**config.mk**
```make
export PLATFORM = sky130hd
export DESIGN_NAME = sync_fifo
export DESIGN_NICKNAME = d
export VERILOG_FILES = /design/src/verilog/sync_fifo.sv
export SDC_FILE = /design/constraint.sdc
export NUM_CORES = 1
export LEC_CHECK = 0
export BUFFER_PORTS_ARGS = -buffer_cell sky130_fd_sc_hd__buf_4
export CAP_MARGIN = 5
export CORE_UTILIZATION = 60
export CTS_BUF_LIST = sky130_fd_sc_hd__clkbuf_2
export DETAILED_ROUTE_END_ITERATION = 7
export PLACE_DENSITY = 0.79
export SLEW_MARGIN = 30
export SYNTH_ARGS = -nofsm -noshare
export SYNTH_HDL_FRONTEND = slang
export SYNTH_SLANG_ARGS = --single-unit
```
**constraint.sdc**
```tcl
create_clock -name clock -period 10.1 [get_ports clock]
set_input_delay 0.505 -clock clock [delete_from_list [all_inputs] [get_ports clock]]
set_output_delay 0.505 -clock clock [all_outputs]
set_load 0.05 [all_outputs]
```
**src/verilog/sync_fifo.sv**
```systemverilog
// Synchronous circular FIFO with registered read data and full, alfull, empty flags
`default_nettype none

module sync_fifo #(
	parameter int WIDTH = 32,
	parameter int DEPTH = 8
) (
	input  wire              clock,
	input  wire              rstn,
	input  wire              push,
	input  wire  [WIDTH-1:0] data_in,
	input  wire              pop,
	output logic [WIDTH-1:0] data_out,
	output logic             full,
	output logic             alfull,
	output logic             empty
);

	localparam int PTR_BITS   = (DEPTH > 1) ? $clog2(DEPTH) : 1;
	localparam int COUNT_BITS = $clog2(DEPTH + 1);

	logic [WIDTH-1:0]      mem [DEPTH];
	logic [PTR_BITS-1:0]   wr_ptr;
	logic [PTR_BITS-1:0]   rd_ptr;
	logic [COUNT_BITS-1:0] count;
	logic                  do_push;
	logic                  do_pop;

	// Overflow and underflow requests are ignored
	assign do_push = push && !full;
	assign do_pop  = pop && !empty;

	assign full   = (count == COUNT_BITS'(DEPTH));
	// One slot or fewer left
	assign alfull = (count >= COUNT_BITS'(DEPTH - 1));
	assign empty  = (count == '0);

	always_ff @(posedge clock) begin
		if (do_push) begin
			mem[wr_ptr] <= data_in;
		end
		if (do_pop) begin
			data_out <= mem[rd_ptr];
		end
	end

	always_ff @(posedge clock or negedge rstn) begin
		if (!rstn) begin
			wr_ptr <= '0;
			rd_ptr <= '0;
			count  <= '0;
		end else begin
			if (do_push) begin
				wr_ptr <= (wr_ptr == PTR_BITS'(DEPTH - 1)) ? '0 : wr_ptr + 1'b1;
			end
			if (do_pop) begin
				rd_ptr <= (rd_ptr == PTR_BITS'(DEPTH - 1)) ? '0 : rd_ptr + 1'b1;
			end
			case ({do_push, do_pop})
				2'b10:   count <= count + 1'b1;
				2'b01:   count <= count - 1'b1;
				default: ;
			endcase
		end
	end

endmodule

`default_nettype wire

```
==> results of run 1 <==
==> metal layers <==
layer | part of all wire [%] | up-vias | wire length [um] | track usage, %
li1 | - | 2382 | - | -
met5 | 0 | - | 0 | 0
met4 | 1.7 | 0 | 348 | 10.1
met1 | 39 | 2741 | 7940 | 28.7
met2 | 53 | 211 | 10800 | 38.0
met3 | 6.2 | 29 | 1260 | 4.97
==> flip-flops by register name (all words and copies together), names as in the netlist <==
| register | flops |
|---|---|
| count | 4 |
| rd_ptr | 3 |
| wr_ptr | 3 |
| data_out | 32 |
| mem | 256 |
==> final timing paths <==
path                       slack (ps)        end  startpoint
setup reg to reg                 6250   count[3]    count[3]
max in group asynchronous        9240   count[1]        rstn
hold reg to reg                   640   count[0]    count[0]
setup / recovery                 6250   count[3]    count[3]
min in group clock                110  rd_ptr[0]         pop
hold / removal                     80  rd_ptr[0]        rstn
==> Yosys cell counts (all sizes together) <==
cell    instances
nor2            4
or4b            2
nor4            2
nor3            5
mux2i           1
nand2b          2
o211ai          1
mux2           38
o311ai          1
clkbuf          5
ha              7
buf            15
dfrtp          10
edfxtp        288
nand2           3
xor2            1
o41ai           1
a21oi           2
fa              1
a2111o          1
o21ai           1
a21o            1
xnor2           1
nand3           3
inv             6
a31o            1
mux4           64
nor3b           3
==> through the flow <==
| stage | util [%] | power, W | worst slack, ps |
|---|---|---|---|
| floorplan | - | 0.00267 | 5770 |
| finish | 71.6 | 0.00366 | 6250 |
| CTS | 71.5 | 0.00370 | 6630 |
| detailed placement | 66.5 | 0.00300 | 6630 |
| global route | 71.6 | 0.00385 | 5950 |
| global placement | 66.5 | 0.00295 | 6860 |
==> logic make-up after synthesis <==
kind of cell    count (synthesis)  synth area share, %
mux                           103                 16.9
xor+xnor                        2                0.155
fa+ha+maj                       8                0.954
simple gates                   24                 1.21
compound gates                  9                0.666
flops                         298                 78.9
buf+inv                        26                 1.24
==> critical path: stages (launching register included) <==
cell      delay [ps]
dfrtp_1          480
o41ai_2          630
clkinv_2         810
ha_1             600
ha_1             390
or4b_1           530
o311ai_0         140
o211ai_1         140
==> power breakdown <==
group          switching (W)  total [W]  internal (W)
Sequential          0.000174    0.00182       0.00165
Clock               0.000440   0.000702      0.000262
Combinational       0.000626    0.00114      0.000515
==> layout make-up <==
type / instances / area (um^2) / share of cell area [%]
Sequential cell: 298 / 8910 / 68.3
Multi-Input combinational cell: 146 / 2290 / 17.5
Timing Repair Buffer: 114 / 941 / 7.22
Clock buffer: 98 / 490 / 3.76
Tap cell: 229 / 287 / 2.20
Clock inverter: 24 / 95.1 / 0.730
Inverter: 6 / 23.8 / 0.182
Antenna cell: 1 / 2.50 / 0.0192
==> repair_timing <==
item | 4_1_cts | 5_1_grt
hold buffers | 34 | 0
gates resized for setup | 0 | 0
endpoints found under the hold margin | 266 | 0
==> results.json, run 1 <==
{
  "power.density_nw_per_um2": 281,
  "area_delta_synth_final_pct": 15.6,
  "finalSetupViolations": 0,
  "synth_top_area_share_pct": 76.7,
  "path_class": "reg2reg",
  "dp.cells": 759,
  "htree_num_levels": 3,
  "ant_nets": 0,
  "dpl-instance-area_um2": 12100,
  "grt_pass1_vias": 5833,
  "track_usage_pct": 22.6,
  "cp.arrival_ps": 4510,
  "clock_skew_ps": 42.3,
  "fin_tns_setup_ps": 0,
  "critPathMaxFanout": 33,
  "clk_pin_slew_ps": 110,
  "antenna_found_initial": 1,
  "layout.cells.non_filler": 916,
  "leakage_nw": 4.48,
  "final_cell_mix": "edfxtp_1 (288), clkbuf_2 (98), buf_4 (80)",
  "cts-root-buf": "clkbuf_2",
  "tritoncts": "yes",
  "layout-drive-gt1-share_pct": 42.6,
  "cp.required_ps": 10760,
  "max_freq_mhz": 260,
  "dr.pass1.iters": 8,
  "violations": "design-rule violations",
  "slew_violations": 0,
  "std_cell_rows": 49,
  "grt_pass1_wl_um": 31800,
  "viasPerCell": 5.85,
  "ys.warnings.count": 0,
  "overflow": 0,
  "ys_types": 33,
  "coreArea_um2": 18200,
  "mostFrequentLayoutCell": "edfxtp_1",
  "drcViolationCount": 1,
  "ys_seq_area_share_pct": 78.9,
  "period_share_pct": 38.1,
  "wl_um": 20300,
  "holdCritPathClass": "in2async",
  "hpwl_um": 10500,
  "die_h_um": 139,
  "syn_inst": 470,
  "yosysTopAreaCell": "edfxtp_1",
  "wl_per_cell_um": 22.2,
  "relSlewSlack_pct": 41.9,
  "clockBufferDepth": 3,
  "vias": 5363,
  "portBuffers": 70,
  "end_kind": "flop",
  "reg2reg_depth": 7,
  "cts_buffers": 70,
  "finalHoldViolCount": 0,
  "die-area_um2": 19300,
  "ir_drop_mv": 0.216,
  "syn_avg_cell_area_um2": 24.0,
  "die_w_um": 139,
  "start_kind": "flop",
  "status": "finished, violations left",
  "cts_setup_buffers": 0,
  "start_util_pct": 61.9,
  "tightest_slew_ps": 871,
  "clkLatencyLatePin_ps": 790,
  "whs_ps": 82.6,
  "synth_area_leaders": "edfxtp_1 (77%), mux4_2 (12%), mux2_2 (3.5%), dfrtp_1 (2.2%), mux4_1 (1.4%)",
  "drt_iter0_drc": 423,
  "fillers": 1075,
  "period_needed_ps": 3850,
  "maxCapViolCount": 0,
  "nets": 680,
  "syn_area_um2": 11300,
  "design_area_um2": 13000,
  "grt_max_degree": 46,
  "gp_congestion": 0.805,
  "synth-seq-cells": 298,
  "rsz0062_at_grt": "no",
  "synth.net_count": 514,
  "ios": 71,
  "clock_sinks": 298
}
Note: power is estimated with default switching activity, not from simulation.
==> run 2, diff against run 1 <==
--- a/config.mk
+++ b/config.mk
@@ -5,6 +5,7 @@
 export SDC_FILE = /design/constraint.sdc
 export NUM_CORES = 1
 export LEC_CHECK = 0
+export ABC_AREA = 1
 export BUFFER_PORTS_ARGS = -buffer_cell sky130_fd_sc_hd__buf_4
 export CAP_MARGIN = 5
 export CORE_UTILIZATION = 60
==> constraint.sdc (replaced) <==
create_clock -name clock -period 4 [get_ports clock]
set_input_delay 0.2 -clock clock [delete_from_list [all_inputs] [get_ports clock]]
set_output_delay 0.2 -clock clock [all_outputs]
set_load 0.05 [all_outputs]
==> run 2 against run 1 <==
Compared with the run above:
- count of clock-buffer cells in the layout increased by 10
- largest cell class unchanged
- final area grew 11%
- register-to-register slack worse by 4700 ps
- clock skew increased by 6.7 ps
- sequential cell count unchanged
- non-clock buffer count increased by 12
- fmax rose by 54%
- die area increased by 12%
- core utilization fell by 0.95 points
- sequential power increased by 140%
- the flow now finishes without violations
- largest power group unchanged
==> results.json, run 2 <==
{
  "holdCritPathClass": "in2reg",
  "critPathMaxFanout": 13,
  "relSlewSlack_pct": 39.9,
  "fin_tns_setup_ps": 0,
  "ys.warnings.count": 0,
  "clk_pin_slew_ps": 110,
  "synth-main-ff-cell": "edfxtp_1",
  "yosysTopAreaCell": "edfxtp_1",
  "largest_register_ffs": 256,
  "rsz0062_at_grt": "no",
  "setup.worst_path.start": "count[0]",
  "syn_area_um2": 12600,
  "synthTopCellsByCount": "nand2_1 (445), edfxtp_1 (288), nor2_1 (258)",
  "maxCapViolCount": 0,
  "die_w_um": 147,
  "track_usage_pct": 24.4,
  "wl_per_cell_um": 14.7,
  "start_kind": "flop",
  "finalHoldViolCount": 0,
  "clkLatencyLatePin_ps": 840,
  "layout-drive-gt1-share_pct": 15.3,
  "ys_seq_area_share_pct": 70.5,
  "cts_buffers": 72,
  "clock_sinks": 298,
  "cp.arrival_ps": 3210,
  "ios": 71,
  "viasPerCell": 4.92,
  "overflow": 0,
  "nets": 1420,
  "tritoncts": "yes",
  "start_util_pct": 61.8,
  "htree_num_levels": 3,
  "std_cell_rows": 52,
  "dp.cells": 1536,
  "syn_inst": 1226,
  "async_reset_ff_share_pct": 3.36,
  "antenna_found_initial": 2,
  "ys_types": 22,
  "worstReg2RegStart": "count[0]",
  "final_cell_mix": "nand2_1 (445), edfxtp_1 (288), nor2_1 (258)",
  "cp.required_ps": 4720,
  "gp_congestion": 0.759,
  "finalSetupViolations": 0,
  "layout.cells.non_filler": 1700,
  "period_needed_ps": 2490,
  "path_class": "reg2reg",
  "dp_worst_setup_slack_ps": 1550,
  "drcViolationCount": 0,
  "crit_end": "count[3]",
  "regToRegSetupSlack_ps": 1510,
  "coreArea_um2": 20400,
  "leakage_nw": 6.40,
  "area_delta_synth_final_pct": 14.4,
  "cts-resized-gates": 0,
  "portBuffers": 70,
  "die_h_um": 147,
  "end_kind": "flop",
  "regMostFlops": "mem",
  "mostFrequentLayoutCell": "nand2_1",
  "clock_skew_ps": 49.1,
  "grt_pass1_vias": 8066,
  "period_share_pct": 62.3,
  "synth_most_common_cell": "nand2_1",
  "synth-seq-cells": 298,
  "vias": 8369,
  "wl_um": 25000,
  "synth_area_leaders": "edfxtp_1 (69%), nand2_1 (13%), nor2_1 (7.7%), inv_1 (4.2%), dfrtp_1 (2.0%)",
  "drt_iter0_drc": 480,
  "reg2reg_depth": 10,
  "dr.pass1.iters": 5,
  "p_total_w": 0.0102,
  "syn_avg_cell_area_um2": 10.3,
  "power.density_nw_per_um2": 710,
  "ant_nets": 0,
  "reg2reg_to": "count[3]",
  "synth-edff-count": 288,
  "holdCritStartpoint": "data_in[16]",
  "synth_top_area_share_pct": 68.5,
  "grt_pass1_wl_um": 39900,
  "ir_drop_mv": 0.445,
  "max_freq_mhz": 401,
  "hpwl_um": 13300,
  "grt_max_degree": 97,
  "clockBufferDepth": 3,
  "cts-root-buf": "clkbuf_2",
  "reg.largest.list": "mem (256), data_out (32), count (4)",
  "status": "finished, final reports clean",
  "worst_slack_ps": 1510,
  "slew_violations": 0,
  "synth.net_count": 1270,
  "tightest_slew_ps": 897,
  "die-area_um2": 21600
}
run 2: cell count changes after synthesis, moves of 4 or more:
cell	delta
mux2_2	-35
buf_6	+4
mux4_2	-58
inv_1	+136
buf_4	+5
mux4_1	-6
nand2_1	+443
nor2_1	+254
buf_2	+18
run 2: kinds of logic (layout without fill, tap and decap cells):
kind of cell               Yosys count  after routing  synth area share, %
adders and majority gates            8              8                0.853
DFF                                298            298                 70.5
buffers and inverters              193            395                 6.64
other                                0              2                    0
AOI/OAI and AO/OA                    5              5                0.218
xor gates and xnor gates             2              2                0.139
and+or+nand+nor                    720            720                 21.6
run 2: how the worst min path moves through the flow:
stage / to / slack (ps) / cells past startpoint
finish: mem[2][16] / 130 / 2
global route: mem[3][22] / 60 / 2
CTS: mem[6][23] / 60 / 2
detailed placement: wr_ptr[0] / 40 / 1
global placement: wr_ptr[2] / 40 / 1
floorplan: count[0] / -100 / 0
run 2: critical path, stage by stage (launching register included):
cell,delay (ps)
dfrtp_1,430
nor2_1,160
nand3_1,170
nand2_1,450
ha_1,320
ha_1,270
or2_2,310
nand2_1,70
nand2_1,50
nand3_1,60
nand2_1,50
run 2: cell type report:
class	instances	area, um^2
fill	1513	6000
inverter	143	537
multi-input combinational	735	2920
sequential	298	8900
timing repair buffer	126	1060
clock buffer	108	541
clock inverter	18	125
tap	270	338
antenna	2	5.00
run 2: power breakdown:
part	total (W)	switching (W)	leakage [nW]	internal, W
combinational	0.00381	0.00268	3.13	0.00113
clock	0.00199	0.00114	0.511	0.000843
sequential	0.00445	0.000316	2.76	0.00414
total	0.0102	0.00414	6.40	0.00611
run 2: metal layers:
metal | routed length [um] | GRT usage, % | vias up
li1 | - | - | 4190
met4 | 493 | 9.48 | 0
met2 | 12700 | 41.3 | 265
met5 | 0 | 0 | -
met3 | 1440 | 5.00 | 49
met1 | 10400 | 31.1 | 3865
run 2: per-stage QoR:
step	hold slack, ps	area (um^2)	utilization [%]
after floorplan	-95.6	12600	-
after global placement	36.5	13400	65.6
after detailed placement	40.0	13400	65.6
after CTS	55.3	14400	70.6
after global routing	63.8	14400	70.6
final	126	14400	70.6
run 2: what timing repair did:
item | 4_1_cts | 5_1_grt
hold buffers | 36 | 0
hold endpoints to repair | 274 | 0
setup buffers | 0 | 0
