File: src/verilog/vjc_pkg.sv
// Shared widths, array field codes and the vertex byte swap function
`default_nettype none

package vjc_pkg;

	////////////////////////////////////////
	// Widths
	////////////////////////////////////////

	// One vertex value or vertex id
	localparam int VERTEX_BITS = 32;

	// Vertices carried by one cacheline
	localparam int LINE_VERTICES = 4;

	localparam int LINE_BITS = VERTEX_BITS * LINE_VERTICES;

	localparam int ADDR_BITS = 64;

	// Address step from one batch to the next
	localparam int LINE_BYTES = 16;

	////////////////////////////////////////
	// Array field codes
	////////////////////////////////////////

	typedef enum logic [1:0] {
		FIELD_IN_DEGREE  = 2'd0,
		FIELD_OUT_DEGREE = 2'd1,
		FIELD_EDGES_IDX  = 2'd2
	} field_t;

	////////////////////////////////////////
	// Byte order
	////////////////////////////////////////

	// Memory words arrive big-endian, reverse the four bytes
	function automatic logic [VERTEX_BITS-1:0] swap_bytes(
		input logic [VERTEX_BITS-1:0] value
	);
		return {value[7:0], value[15:8], value[23:16], value[31:24]};
	endfunction

endpackage

`default_nettype wire

File: src/verilog/cacheline_stream.sv
// Cacheline capture register that shifts one vertex value out per cycle
`default_nettype none

module cacheline_stream (
	input  wire                             clock,
	input  wire                             rstn,
	input  wire                             capture,
	input  wire  [vjc_pkg::LINE_BITS-1:0]   line_data,
	input  wire  [vjc_pkg::VERTEX_BITS-1:0] batch_count,
	input  wire                             shift,
	output logic [vjc_pkg::VERTEX_BITS-1:0] value,
	output logic                            valid,
	output logic                            pending
);

	localparam int VB = vjc_pkg::VERTEX_BITS;

	// Lowest-addressed vertex sits in the low word
	logic [vjc_pkg::LINE_BITS-1:0] line;
	logic [VB-1:0]                 left;
	logic                          step;

	assign step = shift && pending;

	always_ff @(posedge clock) begin
		if (capture) begin
			line <= line_data;
		end else if (step) begin
			line <= line >> VB;
		end
		if (step) begin
			value <= line[VB-1:0];
		end
	end

	always_ff @(posedge clock or negedge rstn) begin
		if (!rstn) begin
			pending <= 1'b0;
			valid   <= 1'b0;
			left    <= '0;
		end else begin
			valid <= step;
			if (capture) begin
				pending <= 1'b1;
				left    <= batch_count;
			end else if (step) begin
				left <= left - 1'b1;
				// Drop pending with the final value
				if (left == 1) begin
					pending <= 1'b0;
				end
			end
		end
	end

endmodule

`default_nettype wire

File: config.mk
export PLATFORM = sky130hd
export DESIGN_NAME = cacheline_stream
export DESIGN_NICKNAME = d
export VERILOG_FILES = /design/src/verilog/vjc_pkg.sv /design/src/verilog/cacheline_stream.sv
export SDC_FILE = /design/constraint.sdc
export NUM_CORES = 1
export LEC_CHECK = 0
export BUFFER_PORTS_ARGS = -buffer_cell sky130_fd_sc_hd__buf_2
export CAP_MARGIN = 20
export CORE_ASPECT_RATIO = 0.75
export CORE_MARGIN = 2
export CORE_UTILIZATION = 45
export DETAILED_ROUTE_END_ITERATION = 12
export PLACE_DENSITY = 0.76
export SLEW_MARGIN = 0
export SYNTH_ARGS = -nofsm -noshare
export SYNTH_HDL_FRONTEND = slang
export SYNTH_SLANG_ARGS = --single-unit
File: constraint.sdc
create_clock -name clock -period 4.62 [get_ports clock]
set_input_delay 0.231 -clock clock [delete_from_list [all_inputs] [get_ports clock]]
set_output_delay 0.231 -clock clock [all_outputs]
set_load 0.1 [all_outputs]
==> impl_metrics.ini, run 1 <==
[yosys]
synth-compound-area-share = 0.0447
syn_inst = 547
synth.distinct_cells = 42
yosys.area_share.simple = 0.111
synth_edf_count = 160
yosys-mux-area-fraction = 0.131
synthTopCellsByCount = edfxtp_1, mux2_2, dfrtp_1, and2_1, nor2_1
syn_area_um2 = 8270
yosysSeqAreaShare = 0.684
synthFlopType = edfxtp_1
yosysTopAreaCell = edfxtp_1
syn_area_per_cell_um2 = 15.1
synth_top_family_by_area = multiplexers
synth.most_common_cell = edfxtp_1
synth_xor_area_frac = 0.00848
synth_seq_cells = 194
synth.net_count = 713
synth_area_leaders = edfxtp_1, mux2_2, dfrtp_1
yosysWarnings = 0
synth_top_area_frac = 0.581
async_flop_share = 0.175
synthAdderAreaFrac = 0.00303

[floorplan]
die_x_um = 160
coreArea_um2 = 17800
die_area_um2 = 19500
initial_core_util = 0.464
die_y_um = 121
num_io_pins = 198
rows = 42

[run]
cap_viol_max_count = 0

[clocking]
clkSinkCount = 194
clk_pin_slew_ns = 0.09
cts_buffers = 17
cts_tree = yes
htreeDepth = 4
clock_path_buffers = 2
clock_latency_ns = 0.44
cts_root_buffer = clkbuf_16

[timing]
holdWs_ns = 0.0195
rsz0062_at_grt = false
min_period_ns = 2.49
maxSlewHeadroom = 0.317
finalHoldViolations = 0
finClkSkew_ns = 0.0173
min_period_over_period = 0.539
fmax_ghz = 0.401
fin_tns_setup_ns = 0
drv_slew = 0
finalSetupViolCount = 0
tightest_slew_ns = 1.02

[final_layout]
syn_to_final_growth_pct = 23.4
fill_cells = 1423
nets = 908
fin_util = 0.572
antenna_cells = 0
drive_gt1_frac = 0.445
final-instance-count-excl-fill = 997

[routing]
drc_errors = 0
wirelength_um = 16800
via_per_inst = 5.25
drtPass1Iterations = 6
post_drt_wl_per_cell_um = 16.8
dr.first_iter.drc_count = 475
postRouteAntennaNets = 0
vias = 5232

[critical_path]
r2r_setup_slack_ns = 2.13
max_stage_delay_ns = 0.69
r2r_cells = 4
critPathLaunchType = flop
cp.required_ns = 4.98
crit_chain = or4_1 > or4_1 > or4_1 > a31oi_1
cp_max_fo = 10
critPathSlowestCell = or4_1
crit_arrival_ns = 2.86
worst-setup-path-type = flop to flop
cp-end-kind = flop
regToRegStartpoint = left[6]$_DFFE_PN0P_
r2r-end = left[29]$_DFFE_PN0P_
critPathMostFrequentCell = or4_1

[pwr]
p_per_area_nw_per_um2 = 415
worst_ir_drop_vdd_mv = 0.247
power_mw = 4.23
leakagePower_nw = 3.98

[placed_design]
dp_cells = 958
portBuffers = 197
place_congestion = 0.896
dp_hpwl_um = 11600

[status]
status = complete, no violations

[global_route]
grt_max_degree = 102
antenna_found_initial = 0
grt_first_pass_wirelength_um = 26400
grt_overflow = 0
grt_pass1_vias = 5182
grt_usage = 0.175

[hold_path]
hp-class = input pin to flop
hold_depth = 2
holdPathEnd = left[20]$_DFFE_PN0P_
worstHoldStart = batch_count[20]
## layout make-up
type	count	area, um^2	share of cell area
Clock inverter	15	215	0.0211
Tap cell	242	303	0.0297
Clock buffer	17	425	0.0417
Multi-Input combinational cell	318	2470	0.242
Sequential cell	194	5660	0.555
Timing Repair Buffer	207	1110	0.109
Inverter	4	15.0	0.00147
## state kept, by name, indices dropped and copies added, names as in the netlist
signal	cells
line	128
left	32
value	32
pending	1
valid	1
## worst max-delay path by stage
stage	cells after the start	end	start	slack, ns
global placement	4	line[11]$_DFFE_PP_	capture	2.01
floorplan	2	line[0]$_DFFE_PP_	pending$_DFFE_PN0P_	0.15
CTS	4	left[29]$_DFFE_PN0P_	left[6]$_DFFE_PN0P_	2.15
finish	4	left[29]$_DFFE_PN0P_	left[6]$_DFFE_PN0P_	2.13
global route	4	left[27]$_DFFE_PN0P_	left[6]$_DFFE_PN0P_	2.02
detailed placement	4	line[11]$_DFFE_PP_	capture	1.94
## repair_timing
action | 4_1_cts | 5_1_grt
hold buffers | 6 | 0
hold endpoints to repair | 39 | 0
setup buffers | 0 | 0
resized for setup | 0 | 0
## cells in the final DEF (no fill, tap or decap), types with 3 or more instances in the layout
cell and n:
buf_2 196, inv_1 3, a21oi_1 3, o211ai_1 3, dfrtp_1 34, nor2_1 28
or4_1 22, inv_6 3, or2_2 3, nand2_1 17, o31ai_1 10, nor4_1 10
nand4b_1 5, nor3_1 5, and2_1 32, o21ai_0 14, a31oi_1 15, or3_1 9
mux2_2 96, edfxtp_1 160, clkinv_8 5, inv_12 4, nand3_1 9, clkbuf_16 17
dlygate4sd3_1 6, o41ai_1 4, xnor2_1 6
## logic make-up after synthesis
group | after synthesis
fa+ha+maj | 2
flops | 194
mux | 96
xor+xnor | 8
compound gates | 56
simple gates | 156
buf+inv | 35
## worst max-delay path, delay by kind of cell, from the launching register on
| family | cells | cell delay (ns) |
|---|---|---|
| and+or+nand+nor | 3 | 1.84 |
| AOI/OAI and AO/OA | 1 | 0.17 |
| DFF | 1 | 0.41 |
## routing by layer
layer | share of wire | GRT usage
met3 | 0.050 | 0.0325
met4 | 0.022 | 0.0771
met5 | 0 | 0
met1 | 0.45 | 0.239
met2 | 0.48 | 0.276
## where the power goes
part           leakage (nW)  switching [mW]  internal, mW
Sequential             2.04          0.0657          2.09
Clock                 0.309           0.782         0.763
Combinational          1.63           0.341         0.189
## through the flow
step | instance area (um^2) | setup slack, ns
2_1_floorplan | 8270 | 0.149
4_1_cts | 10200 | 2.15
3_5_place_dp | 9470 | 1.94
5_1_grt | 10200 | 2.02
6_report | 10200 | 2.13
3_3_place_gp | 9470 | 2.01
No activity file was read; power rests on OpenSTA's default activity.
==> run 2: changes to the inputs <==
ABC_AREA = 1   (was default)
PLACE_DENSITY = 0.78   (was 0.76)
clock period = 2 ns   (was 4.62 ns; I/O delays follow)
==> run 2 against run 1 <==
Effect of this change: clock power up 110%; critical endpoint is now left[28]$_DFFE_PN0P_; critical path depth up 5; critical path type unchanged; global-route usage up 5.9 points; maximum frequency up 48%; via count up 41%; largest power group unchanged; sequential share of layout area down 8.9 points; sequential power up 130%; core utilization up 6.0 points; first-iteration DRC count up 32%; synthesized area up 6.1%.
==> impl_metrics.ini, run 2 <==
[routing]
vias = 7353
dr.first_iter.drc_count = 628
drc_errors = 0
wirelength_um = 23600
via_per_inst = 4.82
drtPass1Iterations = 6
postRouteAntennaNets = 0
post_drt_wl_per_cell_um = 15.5

[floorplan]
num_io_pins = 198
die_x_um = 165
die_y_um = 125
initial_core_util = 0.456
rows = 44
coreArea_um2 = 19200
die_area_um2 = 20600

[global_route]
grt_pass1_vias = 7385
grt_max_degree = 160
busiest_layer = met2
grt_util_met2 = 0.404
grt_first_pass_wirelength_um = 37200
antenna_found_initial = 2
met3_usage = 0.0436
grt_usage = 0.234
use_met1 = 0.294
grt_overflow = 0

[final_layout]
layout_common_cells = nand2_1, buf_2, edfxtp_1, dlygate4sd3_1, inv_1
largest_reg_flops = 128
final_common_cell = nand2_1
syn_to_final_growth_pct = 38.5
nets = 1423
drive_gt1_frac = 0.217
top_regs = line x128, left x32, value x32
regMostFlops = line

[clocking]
htreeDepth = 4
cts_tree = yes
clock_path_buffers = 2
cts_root_buffer = clkbuf_16
clk_pin_slew_ns = 0.07
cts_buffers = 17
clock_latency_ns = 0.43
clkSinkCount = 194

[timing]
fmax_ghz = 0.594
tightest_slew_ns = 0.695
fin_tns_setup_ns = 0
fin_ws_ns = 0.315
drv_slew = 0
finClkSkew_ns = 0.0157
finalHoldViolations = 0
min_period_ns = 1.68
maxSlewHeadroom = 0.537
finalSetupViolCount = 0
min_period_over_period = 0.842
rsz0062_at_grt = false

[hold_path]
hp-class = input pin to flop

[critical_path]
worst-setup-path-type = flop to flop
cp.required_ns = 2.31
crit_arrival_ns = 1.99
cp_max_fo = 6
cp-end-kind = flop
critPathLaunchType = flop

[yosys]
synth_edf_count = 160
async_flop_share = 0.175
syn_area_um2 = 8770
yosysTopAreaCell = edfxtp_1
synth.most_common_cell = nand2_1
syn_area_per_cell_um2 = 9.59
synth.distinct_cells = 32
synth.net_count = 1080
synth_area_leaders = edfxtp_1, nand2_1, dfrtp_1
yosysSeqAreaShare = 0.645
syn_inst = 914
synth_seq_cells = 194
synthTopCellsByCount = nand2_1, edfxtp_1, inv_1, nor2_1, dfrtp_1
synthFlopType = edfxtp_1
yosysWarnings = 0
synth_top_area_frac = 0.548

[placed_design]
portBuffers = 197
place_ws_ns = 0.330
dp_hpwl_um = 13700
place_congestion = 0.901

[run]
cap_viol_max_count = 0

[pwr]
leakagePower_nw = 5.74
p_per_area_nw_per_um2 = 823
worst_ir_drop_vdd_mv = 0.444

[status]
status = complete, no violations
run 2: timing repair:
item                                   4_1_cts  5_1_grt
hold buffers                               153        0
endpoints found under the hold margin      177        0
resized for setup                            0        0
setup buffers                                0        0
run 2: report_power, final:
group / internal [mW] / total (mW) / switching, mW / leakage (nW)
clock network: 1.66 / 3.29 / 1.64 / 0.274
registers: 4.82 / 5.01 / 0.189 / 2.08
logic: 0.589 / 1.69 / 1.10 / 3.39
run 2: worst max-delay path, stage by stage, from the launching register on:
cell,delay [ns]
dfrtp_1,0.41
inv_1,0.13
ha_1,0.32
nand2_2,0.13
nor2_4,0.20
nand2_2,0.09
nor2_1,0.10
nand2_1,0.05
nand3_1,0.07
nand2_1,0.06
run 2: worst paths after layout:
path	cells past startpoint	start	end	slack, ns
min in group asynchronous	2	rstn	left[19]$_DFFE_PN0P_	0.24
max	9	left[0]$_DFFE_PN0P_	left[28]$_DFFE_PN0P_	0.32
min	3	line_data[32]	line[32]$_DFFE_PP_	0.02
max reg2reg	9	left[0]$_DFFE_PN0P_	left[28]$_DFFE_PN0P_	0.32
max in group asynchronous	3	rstn	valid$_DFF_PN0_	1.14
min reg2reg	0	line[25]$_DFFE_PP_	value[25]$_DFFE_PP_	0.41
run 2: final cells by class:
class	instances	area (um^2)
well taps	253	317
clock inverters	14	134
multi-input cells	616	2720
diodes	2	5.00
clock buffers	17	425
fillers	1441	7070
flip-flops and latches	194	5660
inverters	71	272
repair buffers	357	2610
run 2: metrics by stage:
| stage | hold WS, ns | instances | area (um^2) | total power [mW] | utilization |
|---|---|---|---|---|---|
| 6_report | 0.0174 | 1524 | 12100 | 9.99 | 0.632 |
| 5_1_grt | 0.00253 | 1524 | 12100 | 10.4 | 0.632 |
| 4_1_cts | 0.00310 | 1522 | 12100 | 9.99 | 0.632 |
| 3_5_place_dp | 0.160 | 1338 | 10000 | 6.51 | 0.523 |
| 3_3_place_gp | 0.158 | 1338 | 10000 | 6.46 | 0.523 |
| 2_1_floorplan | -0.196 | 914 | 8800 | 6.05 | - |
run 2: routing by layer:
| layer | wire (um) | vias up | share of wire |
|---|---|---|---|
| li1 | - | 3626 | - |
| met1 | 9810 | 3403 | 0.42 |
| met2 | 11800 | 269 | 0.50 |
| met3 | 1300 | 55 | 0.055 |
| met4 | 725 | 0 | 0.031 |
| met5 | 0 | - | 0 |
run 2: cells by family (layout without fill, tap and decap cells):
family                     count (synthesis)  in the layout  synth area share
buffers and inverters                    104            459            0.0477
and+or+nand+nor                          567            567             0.268
xor gates and xnor gates                   7              7           0.00785
AOI/OAI and AO/OA                         40             40            0.0287
DFF                                      194            194             0.645
other                                      0              2                 0
adders and majority gates                  2              2           0.00285
==> run 3: changes to the inputs <==
ABC_AREA = 0   (was 1)
PLACE_DENSITY = 0.76   (was 0.78)
clock period = 1.6 ns   (was 2 ns; I/O delays follow)
==> run 3 against run 2 <==
Effect of this change: the run now ends with negative setup slack left; global-route usage grew 0.20 points; first-iteration DRC count shrank 22%; register-to-register slack lost 0.89 ns; die area shrank 5.6%; maximum frequency shrank 23%; critical path depth shrank 4; power grew 28%; setup slack lost 0.89 ns; combinational power grew 38%; critical path type unchanged; largest cell class unchanged.
==> impl_metrics.ini, run 3 (synthesized netlist as in run 1, its figures left out) <==
[timing]
fmax_ghz = 0.459
min_period_over_period = 1.36
holdWs_ns = 0.0825
finalHoldViolations = 0
finClkSkew_ns = 0.0112
tightest_slew_ns = 0.517
maxSlewHeadroom = 0.658
min_period_ns = 2.18
rsz0062_at_grt = true
fin_ws_ns = -0.577
drv_slew = 0
finalSetupViolCount = 26

[clocking]
cts_root_buffer = clkbuf_16
clock_path_buffers = 2
cts_buffers = 17
cts_tree = yes
clkSinkCount = 194
clock_latency_ns = 0.43
clk_pin_slew_ns = 0.08
htreeDepth = 4

[pwr]
leakagePower_nw = 5.19
p_per_area_nw_per_um2 = 995
worst_ir_drop_vdd_mv = 0.609

[routing]
postRouteAntennaNets = 0
drc_errors = 0
post_drt_wl_per_cell_um = 18.9
dr.first_iter.drc_count = 487
wirelength_um = 23500
via_per_inst = 5.22
drtPass1Iterations = 5
vias = 6495

[floorplan]
initial_core_util = 0.464
die_y_um = 121
coreArea_um2 = 17800
num_io_pins = 198
die_x_um = 160
rows = 42
die_area_um2 = 19500

[placed_design]
place_congestion = 0.915
dp_hpwl_um = 13900
portBuffers = 197
dp_cells = 1036

[critical_path]
cp-end-kind = flop
critPathMostFrequentCell = or4_4
critPathLaunchType = flop
path_delay_family = simple AND/OR/NAND/NOR gates
cp.required_ns = 1.95
crit_chain = or4_4 > buf_4 > or4_4 > or3_4 > a31oi_1
max_stage_delay_ns = 0.58
crit_arrival_ns = 2.53
r2r_setup_slack_ns = -0.58
r2r_cells = 5
critPathSlowestCell = or4_4
regToRegStartpoint = left[7]$_DFFE_PN0P_
r2r-end = left[15]$_DFFE_PN0P_
cp_max_fo = 6
crit_buf_inv = 1
path_depth = 5
worst-setup-path-type = flop to flop

[final_layout]
drive_gt1_frac = 0.476
final_common_cell = buf_2
syn_to_final_growth_pct = 55.6
largest_reg_flops = 128
final-instance-count-excl-fill = 1245
nets = 1155
layout_common_cells = buf_2, dlygate4sd3_1, edfxtp_1, mux2_2, buf_4
top_regs = line x128, left x32, value x32
regMostFlops = line
fin_util = 0.722

[global_route]
grt_overflow = 0
antenna_found_initial = 0
grt_pass1_vias = 6945
grt_max_degree = 64
grt_first_pass_wirelength_um = 35600
grt_usage = 0.236

[status]
violations = negative setup slack
status = complete, but fails checks

[hold_path]
hp-class = input pin to asynchronous set/reset pin

[run]
cap_viol_max_count = 0
## run 3: changes by cell type in the layout (fill, tap and decap cells not counted), sizes merged, moves of 25 or more
cell / change
nor2: -36
nand2: -441
mux2: +96
inv: -67
buf: +87
and2: +31
or4: +25
## run 3: how the worst max path moves through the flow
stage,from,to,slack (ns)
after floorplan,left[6]$_DFFE_PN0P_,left[24]$_DFFE_PN0P_,-0.68
final,left[7]$_DFFE_PN0P_,left[15]$_DFFE_PN0P_,-0.58
after global routing,left[21]$_DFFE_PN0P_,left[25]$_DFFE_PN0P_,-0.64
after CTS,left[21]$_DFFE_PN0P_,left[25]$_DFFE_PN0P_,-0.58
after detailed placement,left[20]$_DFFE_PN0P_,left[25]$_DFFE_PN0P_,-0.70
after global placement,left[20]$_DFFE_PN0P_,left[25]$_DFFE_PN0P_,-0.65
## run 3: area by class of cell
class,instances,area (um^2)
flip-flops and latches,194,5660
fillers,1123,4960
repair buffers,453,3440
multi-input cells,319,2830
clock buffers,17,425
well taps,242,303
clock inverters,15,173
inverters,4,18.8
diodes,1,2.50
## run 3: where the power goes
part	switching, mW	total (mW)	internal [mW]
Combinational	1.29	2.34	1.06
Clock	2.11	4.24	2.12
Sequential	0.183	6.21	6.03
## run 3: layer usage
metal	wire length [um]	up-vias	share of wire	global-route usage
li1	-	3013	-	-
met1	9340	3129	0.40	0.289
met2	12100	293	0.52	0.415
met5	0	-	0	0
met4	744	0	0.032	0.102
met3	1290	60	0.055	0.0420
## run 3: stage by stage
step           setup slack, ns  area [um^2]  power [mW]  setup TNS (ns)
2_1_floorplan           -0.681         8360        7.39          -21.98
3_5_place_dp            -0.697        10200        8.12          -14.01
4_1_cts                 -0.579        12600        12.7          -10.93
6_report                -0.577        12900        12.8          -11.21
3_3_place_gp            -0.651        10200        8.03          -12.58
5_1_grt                 -0.643        12900        13.2          -12.59
## run 3: repair_timing
item / in CTS / in global routing
hold buffers: 161 / 0
gates resized for setup: 34 / 42
endpoints found under the setup margin: 27 / 30
setup buffers: 8 / 9
gates cloned: 0 / 1
pin swaps: 11 / 23
hold endpoints to repair: 194 / 0
## run 3: worst register-to-register path: cells and delay by family, from the launching register on
kind            cells  cell delay, ns
buf+inv             1            0.17
simple gates        3            1.38
flops               1            0.38
compound gates      1            0.16
