<file path="config.mk">
export PLATFORM = sky130hd
export DESIGN_NAME = vertex_read_sequencer_flat
export DESIGN_NICKNAME = d
export VERILOG_FILES = /design/src/verilog/vjc_pkg.sv /design/src/verilog/read_cmd_if.sv /design/src/verilog/vertex_read_sequencer.sv /design/src/flat_wrapper.sv
export SDC_FILE = /design/constraint.sdc
export NUM_CORES = 1
export LEC_CHECK = 0
export BUFFER_PORTS_ARGS = -buffer_cell sky130_fd_sc_hd__buf_2
export CAP_MARGIN = 15
export CORE_MARGIN = 2
export CORE_UTILIZATION = 35
export CTS_CLUSTER_SIZE = 28
export DETAILED_ROUTE_END_ITERATION = 8
export SYNTH_ARGS = -nofsm -noshare
export SYNTH_HDL_FRONTEND = slang
export SYNTH_SLANG_ARGS = --single-unit
</file>
<file path="constraint.sdc">
create_clock -name clock -period 10.8 [get_ports clock]
set_input_delay 0 -clock clock [delete_from_list [all_inputs] [get_ports clock]]
set_output_delay 0 -clock clock [all_outputs]
set_load 0.03 [all_outputs]
</file>
<file path="src/verilog/vjc_pkg.sv">
// Shared widths, array field codes and the vertex byte swap function
`default_nettype none

package vjc_pkg;

	////////////////////////////////////////
	// Widths
	////////////////////////////////////////

	// One vertex value or vertex id
	localparam int VERTEX_BITS = 32;

	// Vertices carried by one cacheline
	localparam int LINE_VERTICES = 4;

	localparam int LINE_BITS = VERTEX_BITS * LINE_VERTICES;

	localparam int ADDR_BITS = 64;

	// Address step from one batch to the next
	localparam int LINE_BYTES = 16;

	////////////////////////////////////////
	// Array field codes
	////////////////////////////////////////

	typedef enum logic [1:0] {
		FIELD_IN_DEGREE  = 2'd0,
		FIELD_OUT_DEGREE = 2'd1,
		FIELD_EDGES_IDX  = 2'd2
	} field_t;

	////////////////////////////////////////
	// Byte order
	////////////////////////////////////////

	// Memory words arrive big-endian, reverse the four bytes
	function automatic logic [VERTEX_BITS-1:0] swap_bytes(
		input logic [VERTEX_BITS-1:0] value
	);
		return {value[7:0], value[15:8], value[23:16], value[31:24]};
	endfunction

endpackage

`default_nettype wire

</file>
<file path="src/verilog/read_cmd_if.sv">
// Read command bus from the batch sequencer to the command queue
`default_nettype none

interface read_cmd_if;

	// One-cycle pulse per command
	logic valid;
	logic [vjc_pkg::ADDR_BITS-1:0] address;
	// Vertices requested by this command
	logic [vjc_pkg::VERTEX_BITS-1:0] count;
	vjc_pkg::field_t field;

	modport source (
		output valid,
		output address,
		output count,
		output field
	);

	modport sink (
		input valid,
		input address,
		input count,
		input field
	);

endinterface

`default_nettype wire

</file>
<file path="src/verilog/vertex_read_sequencer.sv">
// Batch FSM issuing three array reads per batch and tracking outstanding lines
`default_nettype none

module vertex_read_sequencer (
	input  wire                             clock,
	input  wire                             rstn,
	input  wire                             start,
	input  wire  [vjc_pkg::VERTEX_BITS-1:0] num_vertices,
	input  wire  [vjc_pkg::ADDR_BITS-1:0]   base_in_degree,
	input  wire  [vjc_pkg::ADDR_BITS-1:0]   base_out_degree,
	input  wire  [vjc_pkg::ADDR_BITS-1:0]   base_edges_idx,
	input  wire                             line_valid,
	input  wire                             cmd_queue_empty,
	input  wire                             streams_pending,
	output logic                            responses_idle,
	output logic [vjc_pkg::VERTEX_BITS-1:0] batch_count,
	read_cmd_if.source                      cmd
);

	localparam int VB = vjc_pkg::VERTEX_BITS;
	localparam int AB = vjc_pkg::ADDR_BITS;

	localparam logic [VB-1:0] BATCH_MAX   = vjc_pkg::LINE_VERTICES;
	localparam logic [AB-1:0] OFFSET_STEP = vjc_pkg::LINE_BYTES;

	localparam logic [2:0] ST_RESET      = 3'd0;
	localparam logic [2:0] ST_INIT       = 3'd1;
	localparam logic [2:0] ST_WAIT       = 3'd2;
	localparam logic [2:0] ST_SIZE       = 3'd3;
	localparam logic [2:0] ST_IN_DEGREE  = 3'd4;
	localparam logic [2:0] ST_OUT_DEGREE = 3'd5;
	localparam logic [2:0] ST_EDGES_IDX  = 3'd6;

	logic [2:0]    state;
	logic [2:0]    next_state;
	logic [VB-1:0] remaining;
	logic [AB-1:0] offset;
	logic [AB-1:0] in_degree_base;
	logic [AB-1:0] out_degree_base;
	logic [AB-1:0] edges_idx_base;
	// At most three lines in flight per batch
	logic [3:0]    outstanding;
	logic          batch_ready;
	logic          issue;

	// Previous batch fully drained and work left
	assign batch_ready = cmd_queue_empty && !streams_pending && responses_idle
		&& (remaining != '0);

	always_comb begin
		next_state = state;
		case (state)
			ST_RESET:      if (start) next_state = ST_INIT;
			ST_INIT:       next_state = ST_WAIT;
			ST_WAIT:       if (batch_ready) next_state = ST_SIZE;
			ST_SIZE:       next_state = ST_IN_DEGREE;
			ST_IN_DEGREE:  next_state = ST_OUT_DEGREE;
			ST_OUT_DEGREE: next_state = ST_EDGES_IDX;
			ST_EDGES_IDX:  next_state = ST_WAIT;
			default:       next_state = ST_RESET;
		endcase
	end

	always_ff @(posedge clock or negedge rstn) begin
		if (!rstn) begin
			state <= ST_RESET;
		end else begin
			state <= next_state;
		end
	end

	// Array bases held for the whole job
	always_ff @(posedge clock) begin
		if (state == ST_RESET && start) begin
			in_degree_base  <= base_in_degree;
			out_degree_base <= base_out_degree;
			edges_idx_base  <= base_edges_idx;
		end
	end

	////////////////////////////////////////
	// Batch bookkeeping
	////////////////////////////////////////

	always_ff @(posedge clock or negedge rstn) begin
		if (!rstn) begin
			remaining   <= '0;
			offset      <= '0;
			batch_count <= '0;
		end else begin
			case (state)
				ST_RESET: begin
					if (start) remaining <= num_vertices;
				end
				ST_INIT: begin
					offset      <= '0;
					batch_count <= '0;
				end
				ST_SIZE: begin
					if (remaining > BATCH_MAX) begin
						batch_count <= BATCH_MAX;
						remaining   <= remaining - BATCH_MAX;
					end else begin
						batch_count <= remaining;
						remaining   <= '0;
					end
				end
				// Last command of the batch moves to the next line
				ST_EDGES_IDX: offset <= offset + OFFSET_STEP;
				default: ;
			endcase
		end
	end

	always_comb begin
		issue       = 1'b0;
		cmd.address = in_degree_base + offset;
		cmd.field   = vjc_pkg::FIELD_IN_DEGREE;
		case (state)
			ST_IN_DEGREE: begin
				issue = 1'b1;
			end
			ST_OUT_DEGREE: begin
				issue       = 1'b1;
				cmd.address = out_degree_base + offset;
				cmd.field   = vjc_pkg::FIELD_OUT_DEGREE;
			end
			ST_EDGES_IDX: begin
				issue       = 1'b1;
				cmd.address = edges_idx_base + offset;
				cmd.field   = vjc_pkg::FIELD_EDGES_IDX;
			end
			default: ;
		endcase
	end

	assign cmd.valid = issue;
	assign cmd.count = batch_count;

	////////////////////////////////////////
	// Outstanding responses
	////////////////////////////////////////

	always_ff @(posedge clock or negedge rstn) begin
		if (!rstn) begin
			outstanding <= '0;
		end else begin
			case ({issue, line_valid})
				2'b10:   outstanding <= outstanding + 1'b1;
				2'b01:   outstanding <= outstanding - 1'b1;
				// both or neither leaves the count as is
				default: ;
			endcase
		end
	end

	assign responses_idle = (outstanding == '0);

endmodule

`default_nettype wire

</file>
<file path="src/flat_wrapper.sv">
// flat-port wrapper written by rule: the top's interface ports become plain ports
module vertex_read_sequencer_flat 
  (clock, rstn, start, num_vertices, base_in_degree, base_out_degree, base_edges_idx, line_valid, cmd_queue_empty, streams_pending, responses_idle, batch_count, cmd_valid, cmd_address, cmd_count, cmd_field);
  read_cmd_if cmd_i ();
  input  wire clock;
  input  wire rstn;
  input  wire start;
  input  wire  [vjc_pkg::VERTEX_BITS-1:0] num_vertices;
  input  wire  [vjc_pkg::ADDR_BITS-1:0] base_in_degree;
  input  wire  [vjc_pkg::ADDR_BITS-1:0] base_out_degree;
  input  wire  [vjc_pkg::ADDR_BITS-1:0] base_edges_idx;
  input  wire line_valid;
  input  wire cmd_queue_empty;
  input  wire streams_pending;
  output logic responses_idle;
  output logic [vjc_pkg::VERTEX_BITS-1:0] batch_count;
  output wire logic [$bits(cmd_i.valid)-1:0] cmd_valid;
  output wire logic [$bits(cmd_i.address)-1:0] cmd_address;
  output wire logic [$bits(cmd_i.count)-1:0] cmd_count;
  output wire logic [$bits(cmd_i.field)-1:0] cmd_field;
  assign cmd_valid = cmd_i.valid;
  assign cmd_address = cmd_i.address;
  assign cmd_count = cmd_i.count;
  assign cmd_field = cmd_i.field;
  vertex_read_sequencer u_core (.clock(clock), .rstn(rstn), .start(start), .num_vertices(num_vertices), .base_in_degree(base_in_degree), .base_out_degree(base_out_degree), .base_edges_idx(base_edges_idx), .line_valid(line_valid), .cmd_queue_empty(cmd_queue_empty), .streams_pending(streams_pending), .responses_idle(responses_idle), .batch_count(batch_count), .cmd(cmd_i));
endmodule
</file>
==> results of run 1 <==
path summary, 6_finish.rpt:
check / end
max reg2reg: u_core.offset[63]
max in group asynchronous: u_core.state[1]
min: u_core.remaining[23]
max: cmd_address[40]
min reg2reg: u_core.outstanding[3]
min in group clock: u_core.edges_idx_base[33]
power breakdown:
part / internal, µW / total [µW] / switching, µW / leakage (µW)
clock: 824 / 1360 / 535 / 0.000641
combinational: 649 / 1980 / 1340 / 0.00551
sequential: 1560 / 1740 / 178 / 0.00354
total: 3040 / 5080 / 2050 / 0.00969
through the flow:
stage	area [µm²]	std cells	util (%)	power, µW
after global placement	19200	2516	40.0	3640
final	22800	2818	47.5	5080
after global routing	22800	2817	47.5	5370
after detailed placement	19200	2516	40.0	3670
after floorplan	17000	1641	-	3100
after CTS	22800	2815	47.5	5110
layout make-up:
cell class | count | area share (%)
flip-flops and latches | 323 | 39.7
multi-input cells | 1167 | 32.1
clock inverters | 19 | 0.862
repair buffers | 600 | 18.4
inverters | 40 | 0.659
diodes | 2 | 0.0220
well taps | 615 | 3.38
clock buffers | 52 | 4.91
placed cells by master (no fill, tap or decap), drive strengths merged, types with 7 or more instances in the layout:
master / n
o31ai: 19
buf: 371
o21bai: 14
nand3: 75
o22ai: 120
o21ai: 118
clkbuf: 53
xnor2: 41
a21oi: 147
a211oi: 9
a21o: 32
edfxtp: 192
o211ai: 27
xor2: 23
o311ai: 8
and2: 32
nor2: 88
ha: 73
a31oi: 11
dlygate4sd3: 228
nor3: 34
nor4: 10
nand4: 34
clkinv: 14
nor2b: 7
a221o: 12
dfrtp: 131
nand2: 139
inv: 39
or3: 12
and3: 9
flip-flops by register name, indices dropped and copies added (netlist names):
name / flops
u_core.outstanding: 4
u_core.out_degree_base: 64
u_core.in_degree_base: 64
u_core.remaining: 32
u_core.edges_idx_base: 64
u_core.state: 3
u_core.batch_count: 32
u_core.offset: 60
metal layers:
| metal | vias up | track usage [%] |
|---|---|---|
| met5 | - | 0 |
| met4 | 0 | 6.96 |
| met3 | 93 | 3.36 |
| met2 | 546 | 36.1 |
| met1 | 7440 | 27.3 |
| li1 | 7285 | - |
critical path, stage by stage, from the launching register on:
cell and delay (ps):
dfrtp_4 910, o21a_2 860, buf_4 480, o22ai_1 130, a21oi_1 180, ha_1 320, a211oi_1 270, nor2_1 90
nor2_1 240, nand3_1 110, o21ai_0 560, o21ai_0 260, or3b_2 530, a221oi_1 380, xnor2_1 250, buf_2 270
kinds of logic after synthesis:
kind of cell / after synthesis / synth area share [%]
compound gates: 558 / 20.3
buf+inv: 151 / 4.14
simple gates: 466 / 13.5
flops: 323 / 53.1
other cells: 1 / 0.0220
xor+xnor: 64 / 3.29
mux: 4 / 0.235
fa+ha+maj: 74 / 5.48
==> run_results.csv, run 1 <==
group,metric,value,unit
cells_and_area,multiInputGateArea,7310,µm²
place,hpwl,36800,µm
logic_synthesis,synth_top_area_share,33.8,%
routing,vias_per_cell,5.45,
sta,fin_skew,17.0,ps
global_routing,grt_max_degree,152,
sta,finalSetupViolCount,0,
setup_path,criticalPathCategory,"register to output pin",
routing,wire_per_inst,19.4,µm
setup_path,rr_worst_depth,9,
setup_path,cp_max_fo,53,
pwr,p_leak,0.00969,µW
logic_synthesis,synth_edf_count,192,
routing,topRoutingLayerUsed,"met4",
pwr,peakVddDrop,0.000158,V
floorplanning,coreArea,47900,µm²
sta,hold_viol,0,
cells_and_area,fill_cells,4298,
logic_synthesis,synth_most_common_cell,"edfxtp_1",
routing,drt_iter0_markers,1095,
sta,fin_setup_tns,0,ps
setup_path,worstSetupStartpoint,"u_core.state[1]",
floorplanning,die_x,225,µm
place,gp_congestion,0.887,
clock_network,clock_latency,550,ps
sta,rsz0062_at_grt,"false",
cells_and_area,layout.nets,2476,
floorplanning,rows,80,
clock_network,clkSinkCount,323,
sta,fin_hold_ws,15.4,ps
routing,route.detailed.drc,0,
routing,routed_wl,54700,µm
sta,period_share,59.6,%
setup_path,cp.required,10800,ps
global_routing,grt_pass1_vias,15000,
setup_path,arrival,6430,ps
clock_network,cts_buffer_depth,3,
setup_path,crit_path_start_kind,"register",
global_routing,grt_usage,21.1,%
sta,fmax,0.155,GHz
logic_synthesis,yosysTopAreaCell,"edfxtp_1",
place,port-buffer-count,361,
global_routing,grt_pass1_wl,83300,µm
clock_network,cts-root-buf,"clkbuf_16",
sta,slew_viol_final,0,
routing,postRouteAntennaNets,0,
routing,wl_met3,3020,µm
pwr,power_density,223,nW/µm²
logic_synthesis,seq_area_frac_synth,53.1,%
floorplanning,dieHeight,225,µm
cells_and_area,syn2layout_area_growth,33.7,%
floorplanning,start_util,35.6,%
global_routing,overflow,0,
clock_network,htreeDepth,2,
place,pre_cts_ws,4790,ps
sta,period_needed,6430,ps
logic_synthesis,syn_nets,1945,
run_status,outcome,"finished, final reports clean",
hold_path,worstHoldPathType,"input port to asynchronous set/reset pin",
clock_network,postCtsHoldBufs,228,
logic_synthesis,synth_cell_types,70,
clock_network,tritoncts,"yes",
job,maxCapViolCount,0,
global_routing,antenna_found_initial,1,
routing,wl_met2,26400,µm
setup_path,end_kind,"output pin",
clock_network,postCtsSetupBuffers,0,
routing,dr.pass1.iters,5,
logic_synthesis,yosysWarnings,0,
cells_and_area,register_area,9050,µm²
clock_network,path_clk_slew,60,ps
logic_synthesis,async_flop_share,40.6,%
sta,slew_headroom,26.8,%
logic_synthesis,synthTopCellsByCount,"edfxtp_1, a21oi_1, nand2_1, dfrtp_1, o22ai_1",
logic_synthesis,ys_ff_latch,323,
floorplanning,dieArea,50500,µm²
floorplanning,io_pins,362,
setup_path,ff2ff_setup_slack,6800,ps
logic_synthesis,synthTopCellsByArea,"edfxtp_1, dfrtp_1, ha_1",
clock_network,cts_buffers,40,
routing,drt-met1-wl,23800,µm
logic_synthesis,syn_inst,1641,
logic_synthesis,synth_area_per_cell,10.4,µm²
cells_and_area,drive_above_1_share,20.7,%
logic_synthesis,syn_area,17000,µm²
sta,worst_pin_slew,1090,ps
routing,vias,15400,
sta,layout_setup_ws,4370,ps
clock_network,cts_resized,0,
logic_synthesis,synth_top_flop_cell,"edfxtp_1",
setup_path,r2r_start,"u_core.state[1]",
Power figures use the tool's default switching activity.
==> run 2: changes to the inputs <==
==> constraint.sdc (replaced) <==
create_clock -name clock -period 5.9 [get_ports clock]
set_input_delay 0 -clock clock [delete_from_list [all_inputs] [get_ports clock]]
set_output_delay 0 -clock clock [all_outputs]
set_load 0.03 [all_outputs]
==> run 2 against run 1 <==
Die area did not move. Wire length fell by 1.4%. Clock-buffer cell count fell by 3. Register-to-register slack got worse by 5200 ps. Critical path depth did not move. Worst setup slack got worse by 3800 ps. Sequential power rose by 80%. Global-route usage fell by 0.19 points. Sequential share of layout area fell by 0.087 points. Cell count rose by 0.25%. Total power rose by 82%. Utilization rose by 0.10 points. Critical path type unchanged. Critical endpoint is now cmd_address[63].
==> run_results.csv, run 2 (synthesized netlist as in run 1, its figures left out) <==
group,metric,value,unit
place,hpwl,37400,µm
clock_network,htreeDepth,2,
place,port-buffer-count,361,
clock_network,tritoncts,"yes",
routing,dr.pass1.iters,5,
sta,fin_skew,17.9,ps
job,maxCapViolCount,0,
global_routing,grt_pass1_vias,15100,
floorplanning,dieHeight,225,µm
floorplanning,rows,80,
global_routing,grt_max_degree,71,
sta,rsz0062_at_grt,"false",
sta,period_share,90.9,%
setup_path,r2r_end,"u_core.offset[63]",
sta,slew_viol_final,0,
floorplanning,die_x,225,µm
clock_network,path_clk_slew,60,ps
pwr,power_density,406,nW/µm²
sta,fin_hold_ws,146,ps
setup_path,ff2ff_setup_slack,1560,ps
cells_and_area,syn2layout_area_growth,34.0,%
routing,drt-met1-wl,23700,µm
clock_network,cts_buffers,39,
setup_path,end_kind,"output pin",
sta,fin_setup_tns,0,ps
cells_and_area,final_cell_mix,"buf_2, dlygate4sd3_1, edfxtp_1",
floorplanning,dieArea,50500,µm²
routing,drt_iter0_markers,1188,
cells_and_area,drive_above_1_share,20.8,%
global_routing,grt_pass1_wl,83400,µm
clock_network,cts-root-buf,"clkbuf_16",
setup_path,cp.required,5900,ps
clock_network,clock_latency,560,ps
sta,slew_headroom,28.0,%
hold_path,holdCritStartpoint,"base_out_degree[45]",
sta,finalSetupViolCount,0,
place,gp_congestion,0.903,
routing,wl_met2,25800,µm
pwr,peakVddDrop,0.000257,V
pwr,p_leak,0.00971,µW
pwr,p_total,9270,µW
clock_network,postCtsSetupBuffers,0,
routing,topRoutingLayerUsed,"met4",
sta,worst_pin_slew,1080,ps
floorplanning,io_pins,362,
floorplanning,start_util,35.6,%
cells_and_area,largestRegisters,"u_core.edges_idx_base x64, u_core.in_degree_base x64, u_core.out_degree_base x64",
floorplanning,coreArea,47900,µm²
clock_network,clkSinkCount,323,
cells_and_area,mostFrequentLayoutCell,"buf_2",
setup_path,rr_worst_depth,10,
setup_path,worstSetupStartpoint,"u_core.state[0]",
routing,vias,15400,
routing,wire_per_inst,19.1,µm
global_routing,antenna_found_initial,2,
routing,routed_wl,53900,µm
sta,hold_viol,0,
routing,route.detailed.drc,0,
setup_path,criticalPathCategory,"register to output pin",
routing,wl_met3,3190,µm
clock_network,cts_buffer_depth,3,
cells_and_area,layout.nets,2483,
setup_path,crit_end,"cmd_address[63]",
hold_path,worstHoldPathType,"input port to register",
global_routing,grt_usage,20.9,%
run_status,outcome,"finished, final reports clean",
setup_path,crit_path_start_kind,"register",
routing,postRouteAntennaNets,0,
setup_path,arrival,5360,ps
setup_path,r2r_start,"u_core.state[1]",
global_routing,overflow,0,
sta,period_needed,5360,ps
routing,vias_per_cell,5.45,
setup_path,cp_max_fo,68,
sta,fmax,0.187,GHz
==> run 2: changes by cell type in the layout (fill, tap and decap cells not counted), moves of 2 or more <==
cell | previous run | this run
clkinv_1 | 7 | 9
clkinv_2 | 6 | 3
clkbuf_8 | 3 | 1
clkinvlp_4 | 2 | 5
buf_4 | 9 | 17
dlygate4sd3_1 | 228 | 230
==> run 2: worst min path at each step <==
| stage | to | slack (ps) | cells past startpoint |
|---|---|---|---|
| after floorplan | u_core.batch_count[0] | -300 | 0 |
| after global placement | u_core.remaining[28] | 20 | 1 |
| after detailed placement | u_core.remaining[27] | 20 | 1 |
| after CTS | u_core.out_degree_base[43] | 110 | 2 |
| after global routing | u_core.in_degree_base[28] | 130 | 2 |
| final | u_core.out_degree_base[45] | 150 | 2 |
==> run 2: stage by stage <==
stage | util [%] | cell area, µm² | setup WS, ps | std cells
global route | 47.6 | 22800 | 82.7 | 2825
global placement | 40.1 | 19200 | 1190 | 2523
detailed placement | 40.1 | 19200 | 923 | 2523
finish | 47.6 | 22800 | 539 | 2825
floorplan | - | 17000 | 1270 | 1641
CTS | 47.6 | 22800 | 304 | 2823
==> run 2: what timing repair did <==
item / CTS / global route
gates resized for setup: 0 / 2
endpoints found under the setup margin: 0 / 3
hold buffers: 230 / 0
endpoints found under the hold margin: 290 / 0
==> run 2: layout make-up <==
type,count,area [µm²]
Inverter,40,150
Clock buffer,49,1090
Clock inverter,21,211
Sequential cell,323,9050
Multi-Input combinational cell,1167,7320
Timing Repair Buffer,608,4240
Fill cell,4353,25100
Tap cell,615,769
Antenna cell,2,5.00
==> run 2: per-layer routing <==
metal  up-vias  GRT usage [%]
met3        85           3.34
li1       7316              -
met2       539           35.1
met5         -              0
met4         0           6.58
met1      7457           27.7
==> run 2: report_power, final <==
part | total, µW | internal [µW] | switching, µW
logic | 3670 | 1200 | 2480
registers | 3140 | 2860 | 275
clock network | 2460 | 1480 | 980
==> run 2: critical path: stages (launching register included) <==
cell      delay, ps
dfrtp_1         550
inv_2           150
buf_4           640
o22ai_1         150
a21oi_1         230
ha_1            320
a211oi_1        350
o21bai_1        250
o211ai_1        340
a311oi_1        230
o2111a_1        360
o211ai_1        260
nand2_1         160
a2111o_1        440
nand3_1         130
buf_2           220
